File: config.mk
export PLATFORM = sky130hd
export DESIGN_NAME = lsq_top
export DESIGN_NICKNAME = d
export VERILOG_FILES = /design/src/hw/lsq_pkg.sv /design/src/hw/ls_buffer.sv /design/src/hw/lsq_csr.sv /design/src/hw/lsq_top.sv
export VERILOG_INCLUDE_DIRS = /design/src /design/src/include
export SDC_FILE = /design/constraint.sdc
export NUM_CORES = 2
export LEC_CHECK = 0
export BUFFER_PORTS_ARGS = -buffer_cell sky130_fd_sc_hd__buf_2
export CAP_MARGIN = 20
export CELL_PAD_IN_SITES_DETAIL_PLACEMENT = 0
export CELL_PAD_IN_SITES_GLOBAL_PLACEMENT = 2
export CORE_UTILIZATION = 35
export CTS_CLUSTER_DIAMETER = 80
export DETAILED_ROUTE_END_ITERATION = 7
export HOLD_SLACK_MARGIN = 0.06
export PLACE_DENSITY = 0.79
export SLEW_MARGIN = 20
export SYNTH_ARGS = -nofsm -noshare
export SYNTH_HDL_FRONTEND = slang
export SYNTH_SLANG_ARGS = --single-unit
export TNS_END_PERCENT = 1
File: constraint.sdc
create_clock -name clk -period 15.9 [get_ports clk]
set_input_delay 3.18 -clock clk [delete_from_list [all_inputs] [get_ports clk]]
set_output_delay 3.18 -clock clk [all_outputs]
set_load 0.02 [all_outputs]
File: src/include/lsq_defines.svh
/*
 * load/store buffer configuration: queue depth, tag and opcode widths,
 * common data bus port count and control register offsets
 */
`ifndef LSQ_DEFINES_SVH
`define LSQ_DEFINES_SVH

// buffer geometry
`define LSQ_DEPTH_BITS 3
`define LSQ_DEPTH      (1 << `LSQ_DEPTH_BITS)

// reorder buffer tag, zero means value present
`define ROB_TAG_W      5

`define CDB_PORTS      2
`define OPCODE_W       12

// AXI4-Lite register byte offsets
`define CSR_CTRL       4'h0
`define CSR_STATUS     4'h4
`define CSR_ISSUED     4'h8

`endif

File: src/hw/lsq_pkg.sv
/*
 * load/store buffer types: dispatch, stored entry, CDB broadcast, issue
 */
`include "lsq_defines.svh"

package lsq_pkg;

    typedef logic [`ROB_TAG_W-1:0] rob_tag_t;
    typedef logic [4:0]            reg_idx_t;

    // one memory instruction from dispatch
    typedef struct packed {
        logic [`OPCODE_W-1:0] opcode;
        logic                 is_store;
        reg_idx_t             rd;
        rob_tag_t             rob_tag;
        rob_tag_t             base_tag;
        logic [31:0]          base_val;
        rob_tag_t             data_tag;
        logic [31:0]          data_val;
        logic [31:0]          imm;
    } lsq_dispatch_t;

    // buffered entry, addr valid once base_tag is zero
    typedef struct packed {
        lsq_dispatch_t ins;
        logic [31:0]   addr;
    } lsq_entry_t;

    typedef struct packed {
        rob_tag_t    tag;
        logic [31:0] value;
    } cdb_t;

    typedef struct packed {
        logic [`OPCODE_W-1:0] opcode;
        logic                 is_store;
        reg_idx_t             rd;
        rob_tag_t             rob_tag;
        logic [31:0]          addr;
        logic [31:0]          data;
    } lsq_issue_t;

endpackage

File: src/hw/ls_buffer.sv
/*
 * load/store buffer: program-ordered circular queue with CDB wakeup,
 * effective address generation and in-order issue gated by store commit
 */
`include "lsq_defines.svh"

module ls_buffer (
    input  logic                     clk,
    input  logic                     rst,
    input  logic                     alloc_valid,
    input  lsq_pkg::lsq_dispatch_t   alloc,
    output logic                     alloc_ready,
    input  lsq_pkg::cdb_t            cdb [`CDB_PORTS],
    input  logic [`ROB_TAG_W-1:0]    rob_head,
    input  logic                     flush,
    input  logic                     issue_en,
    output logic                     issue_valid,
    output lsq_pkg::lsq_issue_t      issue,
    input  logic                     issue_ready,
    output logic [`LSQ_DEPTH_BITS:0] occupancy,
    output logic                     issue_fire
);
    import lsq_pkg::*;

    lsq_entry_t                 mem [`LSQ_DEPTH];
    logic [`LSQ_DEPTH-1:0]      busy;
    logic [`LSQ_DEPTH_BITS-1:0] head;
    logic [`LSQ_DEPTH_BITS-1:0] tail;
    logic [`LSQ_DEPTH_BITS:0]   count;
    lsq_entry_t                 head_entry;
    lsq_entry_t                 alloc_entry;
    logic                       push;
    logic                       pop;
    logic                       head_ready;

    // compare both operand tags against the bus, lowest port wins
    function automatic lsq_entry_t wake(input lsq_entry_t e);
        lsq_entry_t r;
        logic       base_hit;
        logic       data_hit;
        r = e;
        base_hit = 1'b0;
        data_hit = 1'b0;
        for (int p = 0; p < `CDB_PORTS; p++) begin
            if (!base_hit && cdb[p].tag != '0 && cdb[p].tag == e.ins.base_tag) begin
                base_hit = 1'b1;
                r.ins.base_tag = '0;
                r.ins.base_val = cdb[p].value;
                r.addr = cdb[p].value + e.ins.imm;
            end
            if (!data_hit && cdb[p].tag != '0 && cdb[p].tag == e.ins.data_tag) begin
                data_hit = 1'b1;
                r.ins.data_tag = '0;
                r.ins.data_val = cdb[p].value;
            end
        end
        return r;
    endfunction

    assign head_entry  = mem[head];
    assign alloc_ready = (count != `LSQ_DEPTH);
    assign push        = alloc_valid && alloc_ready;
    assign issue_fire  = issue_valid && issue_ready;
    assign occupancy   = count;

    // stores wait for the ROB head so they only reach memory at commit
    assign head_ready = busy[head] && issue_en
                        && head_entry.ins.base_tag == '0
                        && head_entry.ins.data_tag == '0
                        && (!head_entry.ins.is_store || head_entry.ins.rob_tag == rob_head);

    // output register refills when empty or taken this cycle
    assign pop = head_ready && (!issue_valid || issue_ready);

    always_comb begin
        alloc_entry.ins  = alloc;
        alloc_entry.addr = alloc.base_val + alloc.imm;
    end

    always_ff @(posedge clk) begin
        if (rst || flush) begin
            busy        <= '0;
            head        <= '0;
            tail        <= '0;
            count       <= '0;
            issue_valid <= 1'b0;
        end else begin
            if (push) begin
                busy[tail] <= 1'b1;
                tail       <= tail + 1'b1;
            end
            if (pop) begin
                busy[head] <= 1'b0;
                head       <= head + 1'b1;
            end
            case ({push, pop})
                2'b10:   count <= count + 1'b1;
                2'b01:   count <= count - 1'b1;
                default: count <= count;
            endcase
            if (pop) begin
                issue_valid <= 1'b1;
            end else if (issue_fire) begin
                issue_valid <= 1'b0;
            end
        end
    end

    // entry payload and issue payload
    always_ff @(posedge clk) begin
        for (int i = 0; i < `LSQ_DEPTH; i++) begin
            if (push && tail == `LSQ_DEPTH_BITS'(i)) begin
                mem[i] <= wake(alloc_entry);
            end else if (busy[i]) begin
                mem[i] <= wake(mem[i]);
            end
        end
        if (pop) begin
            issue.opcode   <= head_entry.ins.opcode;
            issue.is_store <= head_entry.ins.is_store;
            issue.rd       <= head_entry.ins.rd;
            issue.rob_tag  <= head_entry.ins.rob_tag;
            issue.addr     <= head_entry.addr;
            issue.data     <= head_entry.ins.data_val;
        end
    end

    // count and busy bits must agree, the tail slot is free on every push
    a_no_alloc_full: assert property (@(posedge clk) disable iff (rst)
        push |-> !busy[tail]);

    a_issue_stable: assert property (@(posedge clk) disable iff (rst)
        issue_valid && !issue_ready && !flush |=> issue_valid && $stable(issue));

endmodule

File: src/hw/lsq_csr.sv
/*
 * AXI4-Lite register block for the load/store buffer: issue enable,
 * software flush, occupancy readback and an issued instruction counter
 */
`include "lsq_defines.svh"

module lsq_csr (
    input  logic                       clk,
    input  logic                       rst,
    input  logic [3:0]                 awaddr,
    input  logic                       awvalid,
    output logic                       awready,
    input  logic [31:0]                wdata,
    input  logic [3:0]                 wstrb,
    input  logic                       wvalid,
    output logic                       wready,
    output logic [1:0]                 bresp,
    output logic                       bvalid,
    input  logic                       bready,
    input  logic [3:0]                 araddr,
    input  logic                       arvalid,
    output logic                       arready,
    output logic [31:0]                rdata,
    output logic [1:0]                 rresp,
    output logic                       rvalid,
    input  logic                       rready,
    output logic                       issue_en,
    output logic                       sw_flush,
    input  logic [`LSQ_DEPTH_BITS:0]   occupancy,
    input  logic                       issue_fire
);

    logic        wr_hs;
    logic        rd_hs;
    logic [31:0] issued;

    // AW and W accepted together, one outstanding response
    assign wr_hs   = awvalid && wvalid && !bvalid;
    assign awready = wr_hs;
    assign wready  = wr_hs;
    assign arready = !rvalid;
    assign rd_hs   = arvalid && arready;
    assign bresp   = 2'b00;
    assign rresp   = 2'b00;

    always_ff @(posedge clk) begin
        if (rst) begin
            bvalid   <= 1'b0;
            rvalid   <= 1'b0;
            issue_en <= 1'b1;
            sw_flush <= 1'b0;
            issued   <= '0;
        end else begin
            if (wr_hs) begin
                bvalid <= 1'b1;
            end else if (bready) begin
                bvalid <= 1'b0;
            end
            if (rd_hs) begin
                rvalid <= 1'b1;
            end else if (rready) begin
                rvalid <= 1'b0;
            end
            // flush bit is write-one, self-clearing
            sw_flush <= wr_hs && awaddr == `CSR_CTRL && wstrb[0] && wdata[1];
            if (wr_hs && awaddr == `CSR_CTRL && wstrb[0]) begin
                issue_en <= wdata[0];
            end
            if (wr_hs && awaddr == `CSR_ISSUED && |wstrb) begin
                issued <= '0;
            end else if (issue_fire) begin
                issued <= issued + 1'b1;
            end
        end
    end

    always_ff @(posedge clk) begin
        if (rd_hs) begin
            case (araddr)
                `CSR_CTRL:   rdata <= {31'b0, issue_en};
                `CSR_STATUS: rdata <= 32'(occupancy);
                `CSR_ISSUED: rdata <= issued;
                default:     rdata <= '0;
            endcase
        end
    end

    a_bvalid_after_hs: assert property (@(posedge clk) disable iff (rst)
        $rose(bvalid) |-> $past(wr_hs));

endmodule

File: src/hw/lsq_top.sv
/*
 * load/store queue top: buffer plus its AXI4-Lite control registers
 */
`include "lsq_defines.svh"

module lsq_top (
    input  logic                   clk,
    input  logic                   rst,
    input  logic                   alloc_valid,
    input  lsq_pkg::lsq_dispatch_t alloc,
    output logic                   alloc_ready,
    input  lsq_pkg::cdb_t          cdb [`CDB_PORTS],
    input  logic [`ROB_TAG_W-1:0]  rob_head,
    input  logic                   flush,
    output logic                   issue_valid,
    output lsq_pkg::lsq_issue_t    issue,
    input  logic                   issue_ready,
    input  logic [3:0]             awaddr,
    input  logic                   awvalid,
    output logic                   awready,
    input  logic [31:0]            wdata,
    input  logic [3:0]             wstrb,
    input  logic                   wvalid,
    output logic                   wready,
    output logic [1:0]             bresp,
    output logic                   bvalid,
    input  logic                   bready,
    input  logic [3:0]             araddr,
    input  logic                   arvalid,
    output logic                   arready,
    output logic [31:0]            rdata,
    output logic [1:0]             rresp,
    output logic                   rvalid,
    input  logic                   rready
);

    logic                     issue_en;
    logic                     sw_flush;
    logic [`LSQ_DEPTH_BITS:0] occupancy;
    logic                     issue_fire;

    // core flush and software flush both empty the buffer
    ls_buffer u_buffer (
        .clk         (clk),
        .rst         (rst),
        .alloc_valid (alloc_valid),
        .alloc       (alloc),
        .alloc_ready (alloc_ready),
        .cdb         (cdb),
        .rob_head    (rob_head),
        .flush       (flush | sw_flush),
        .issue_en    (issue_en),
        .issue_valid (issue_valid),
        .issue       (issue),
        .issue_ready (issue_ready),
        .occupancy   (occupancy),
        .issue_fire  (issue_fire)
    );

    lsq_csr u_csr (
        .clk        (clk),
        .rst        (rst),
        .awaddr     (awaddr),
        .awvalid    (awvalid),
        .awready    (awready),
        .wdata      (wdata),
        .wstrb      (wstrb),
        .wvalid     (wvalid),
        .wready     (wready),
        .bresp      (bresp),
        .bvalid     (bvalid),
        .bready     (bready),
        .araddr     (araddr),
        .arvalid    (arvalid),
        .arready    (arready),
        .rdata      (rdata),
        .rresp      (rresp),
        .rvalid     (rvalid),
        .rready     (rready),
        .issue_en   (issue_en),
        .sw_flush   (sw_flush),
        .occupancy  (occupancy),
        .issue_fire (issue_fire)
    );

endmodule

==> metrics list <==
- Most common cell in the synthesized netlist: sky130_fd_sc_hd__edfxtp_1
- Entering global routing, the biggest net connects 66 pins.
* Average wire length per cell after detail routing: ~27 um
* Vias in the first global route: 51500
- Share of the cycle needed by the critical path after routing: between 50% and 60%
- Max Fanout on Critical Path: 32
- Minimum clock period after layout: 8.71 ns
* Count of hold buffers inserted by post-cts repair: 0
* Outcome: finished clean
- The tightest min-delay check is of the reg -> reg type.
* Clock tree from TritonCTS: built
* Routed WL: around 250000 um
- Biggest cell delay along the critical path: ~0.63 ns
- In this run, CTS created clock tree buffers numbering about 150.
* Worst path slowest cell: sky130_fd_sc_hd__buf_2
* Top achievable clock speed: 115 MHz
- Across the run, the number of max-cap violations was 0.
- Post-route DRC: 0
- Adding up every negative setup slack in the final design gives 0 ns.
* Kind of cell adding the most delay to the critical path: compound AO/OA/AOI/OAI gates
- By area the synthesized netlist is led by sky130_fd_sc_hd__edfxtp_1 (48%), sky130_fd_sc_hd__mux4_2 (5.5%), sky130_fd_sc_hd__mux2_2 (5.4%).
- In this run the power density over the cells is roughly 100 mW/mm^2.
* Worst supply voltage drop on vdd: around 120 uV
- Worst-skew pair later-pin latency: 0.82 ns
- The hold violation count in the final report is 0.
- Measured against its own limit, the worst slew margin works out to between 20 and 25%.
- For this block, the initial DRC count from the detailed router was between 4000 and 5000.
* Post-CTS Setup Inserts: 0
- Summed over all cells, the static leakage comes to between 20 and 30 nW.
- Final net count: roughly 7000
- Setup violations remaining at the end of the flow were counted as 0.
- The cell count after synthesis came out at 6249.
* Total number of clock tree sinks: roughly 1200
- The count of nets left with antenna violations once routing finished came out at 0.
- CTS built an H-tree with a depth of 4.
* DIE HEIGHT: 456 um
- FP Rows: approximately 170
- At the end of routability-driven placement, the weighted congestion stood at just over 0.9.
* Critical Path Start: cdb[34]
- Buffers placed on the I/O ports in this run total ~360.
* Number of detailed-route iterations in the first pass: 8
- Wire length of the first global-routing pass: ~350000 um
- Combined buffer and inverter count along the critical path: 4
- Counting flops and latches in the post-synthesis netlist gives approximately 1200.
- The top cell type by area accounts for roughly 48% of the synthesized area.
* Most area-hungry cell type in the Yosys netlist: sky130_fd_sc_hd__edfxtp_1
* Kind of end point of the critical path: flip-flop
- Critical Path Most Common Cell: sky130_fd_sc_hd__buf_4
- Setup repair after global routing left no endpoint under its margin.
* Cell chain of the critical path: buf_2 -> or4_1 -> nor2_1 -> buf_4 -> nor4_1 -> nor2b_4 -> buf_4 -> mux2_2 -> ha_1 -> a211oi_1 -> o21ai_0 -> a221oi_2 -> o31ai_1 -> a221oi_1 -> buf_4 -> o31a_1 -> o21ai_0 -> xnor2_1 -> a21oi_1
* Yosys warns: 0
- The critical path in this run is classified as in -> reg.
- Signal arrival time at the worst endpoint: around 9.2 ns
* Worst hold margin: around 0.48 ns
- Detailed routing inserted a total of approximately 52000 vias.
* Floorplan die area: between 0.2 and 0.25 sq mm
* Fraction of registers with async set/reset: 0%
- Width of the die: between 400 and 500 um
- The clock arrives with 0.0334 ns of skew.
- Post-CTS repair changed the size of 0 cells.
- Global routing finished with a remaining overflow of 0.
- Layout cell share with drive strength beyond 1: ~20%
- Area grow syn2layout: 12.6%
* Vias per std cell: ~5.7
* Cell Area, Synth: roughly 0.072 sq mm
* Sequential element share of the synthesized area: between 40 and 50%
- EDFF count, synth: roughly 1200
* Number of placed I/O pins: just under 400
* Tightest Pin Transition: approximately 1.2 ns
* Worst EP required: around 16 ns
- Max-slew violation count: 0
- Global routing consumed, over all layers together, between 20% and 30% of the routing resources.
- Hold path startpoint: u_csr.bvalid
- Core Area: ~0.20 sq mm
- Number of distinct library cells after synthesis: 93
- CTS placed an instance of sky130_fd_sc_hd__clkbuf_16 at the clock tree root.
* Cell types with the highest counts after synthesis: sky130_fd_sc_hd__edfxtp_1 (1151), sky130_fd_sc_hd__nand2_1 (696), sky130_fd_sc_hd__o21ai_0 (549)
- The startpoint identified for the worst register-to-register timing path is u_buffer.mem[2][134].
- Once detailed placement completed, the half-perimeter wirelength came to ~170000 um.
- Clock-pin slew was measured on the worst setup and hold paths at about 0.070 ns.
- A synthesized cell averages ~12 sq um.
- Maximum clock path buffer count: 3
- Initial antenna violation count: 35
- STA classifies the critical path startpoint as an input pin.
* Main synth FF type: sky130_fd_sc_hd__edfxtp_1
* Initial standard-cell utilization of the core: a little over a third
[state kept, by name, indices dropped and copies added (netlist names), 3 cells and up, named ones only]
register	cells
u_buffer.head	3
u_buffer.mem	1032
u_csr.issued	32
u_buffer.tail	3
u_buffer.occupancy	4
u_csr.rdata	32
u_buffer.issue	87
u_buffer.busy	8
[stage by stage]
step	util, %	instance area [sq um]	std cells	total power [mW]	setup WS [ns]
final	39.7	81300	9237	8.21	7.19
after floorplan	-	72200	6252	4.51	8.02
after global routing	39.7	81300	9232	8.48	6.87
after CTS	39.7	81300	9226	8.26	7.22
after detailed placement	37.4	76700	8963	4.96	6.34
after global placement	37.4	76700	8963	4.93	6.45
[metal layers]
metal	wire [um]	global-route usage (%)	up-vias	part of all wire [%]
met2	113000	37.0	1986	46
met3	17600	3.67	380	7.2
li1	-	-	23800	-
met1	107000	31.5	26300	44
met5	121	0	-	0.049
met4	7840	7.74	18	3.2
[placed cells by master (no fill, tap or decap), types with 44 or more instances in the layout]
cell and count:
sky130_fd_sc_hd__nand2_1 671, sky130_fd_sc_hd__ha_1 290, sky130_fd_sc_hd__nand3_1 111, sky130_fd_sc_hd__mux2i_1 348
sky130_fd_sc_hd__nor2_1 315, sky130_fd_sc_hd__o21ai_0 549, sky130_fd_sc_hd__a211oi_1 44, sky130_fd_sc_hd__xnor2_1 242
sky130_fd_sc_hd__inv_1 97, sky130_fd_sc_hd__buf_4 117, sky130_fd_sc_hd__buf_2 357, sky130_fd_sc_hd__clkbuf_16 149
sky130_fd_sc_hd__a21o_1 132, sky130_fd_sc_hd__edfxtp_1 1151, sky130_fd_sc_hd__dfxtp_1 55, sky130_fd_sc_hd__xor2_1 183
sky130_fd_sc_hd__nor4_1 60, sky130_fd_sc_hd__a21oi_1 253, sky130_fd_sc_hd__o21ai_1 45, sky130_fd_sc_hd__mux4_2 176
sky130_fd_sc_hd__nor3_1 57, sky130_fd_sc_hd__mux2_2 345
[power breakdown]
part / total [mW] / switching (mW) / internal [mW]
Combinational: 1.28 / 0.817 / 0.464
Clock: 3.29 / 1.41 / 1.89
Sequential: 3.63 / 0.0213 / 3.61
[worst reg2reg max path, delay by kind of cell, from the launching register on]
family / cells / cell delay, ns
adder cells (fa/ha/maj): 1 / 0.30
AO/OA/AOI/OAI: 8 / 2.49
AND/OR/NAND/NOR: 3 / 0.63
multiplexers: 1 / 0.50
XOR/XNOR: 2 / 0.45
buffers and inverters: 2 / 0.69
flip-flops: 1 / 0.44
[cell families (layout without fill, tap and decap cells)]
kind of cell    after synthesis  after routing  synth area share, %
simple gates               1535           1535                 9.68
compound gates             1348           1348                 11.5
flops                      1209           1209                 49.5
mux                         869            869                 15.7
buf+inv                     557            843                 3.15
xor+xnor                    430            430                 5.23
fa+ha+maj                   300            300                 5.30
other cells                   1             15              0.00519
[layout make-up]
cell class                 instances  area, sq um
timing repair buffer             474         2670
multi-input combinational       4486        34500
tap                             2688         3360
sequential                      1209        35700
inverter                         106          400
clock buffer                     185         3890
antenna                           11         27.5
fill                           19500       123000
clock inverter                    78          708
[path summary, 6_finish.rpt]
check        cells after the start                   to  slack (ns)
min                              2         u_csr.bvalid        0.48
max reg2reg                     17  u_buffer.mem[2][31]       10.13
max                             19  u_buffer.mem[2][31]        7.19
min reg2reg                      2         u_csr.bvalid        0.48
Power figures use the tool's default switching activity.
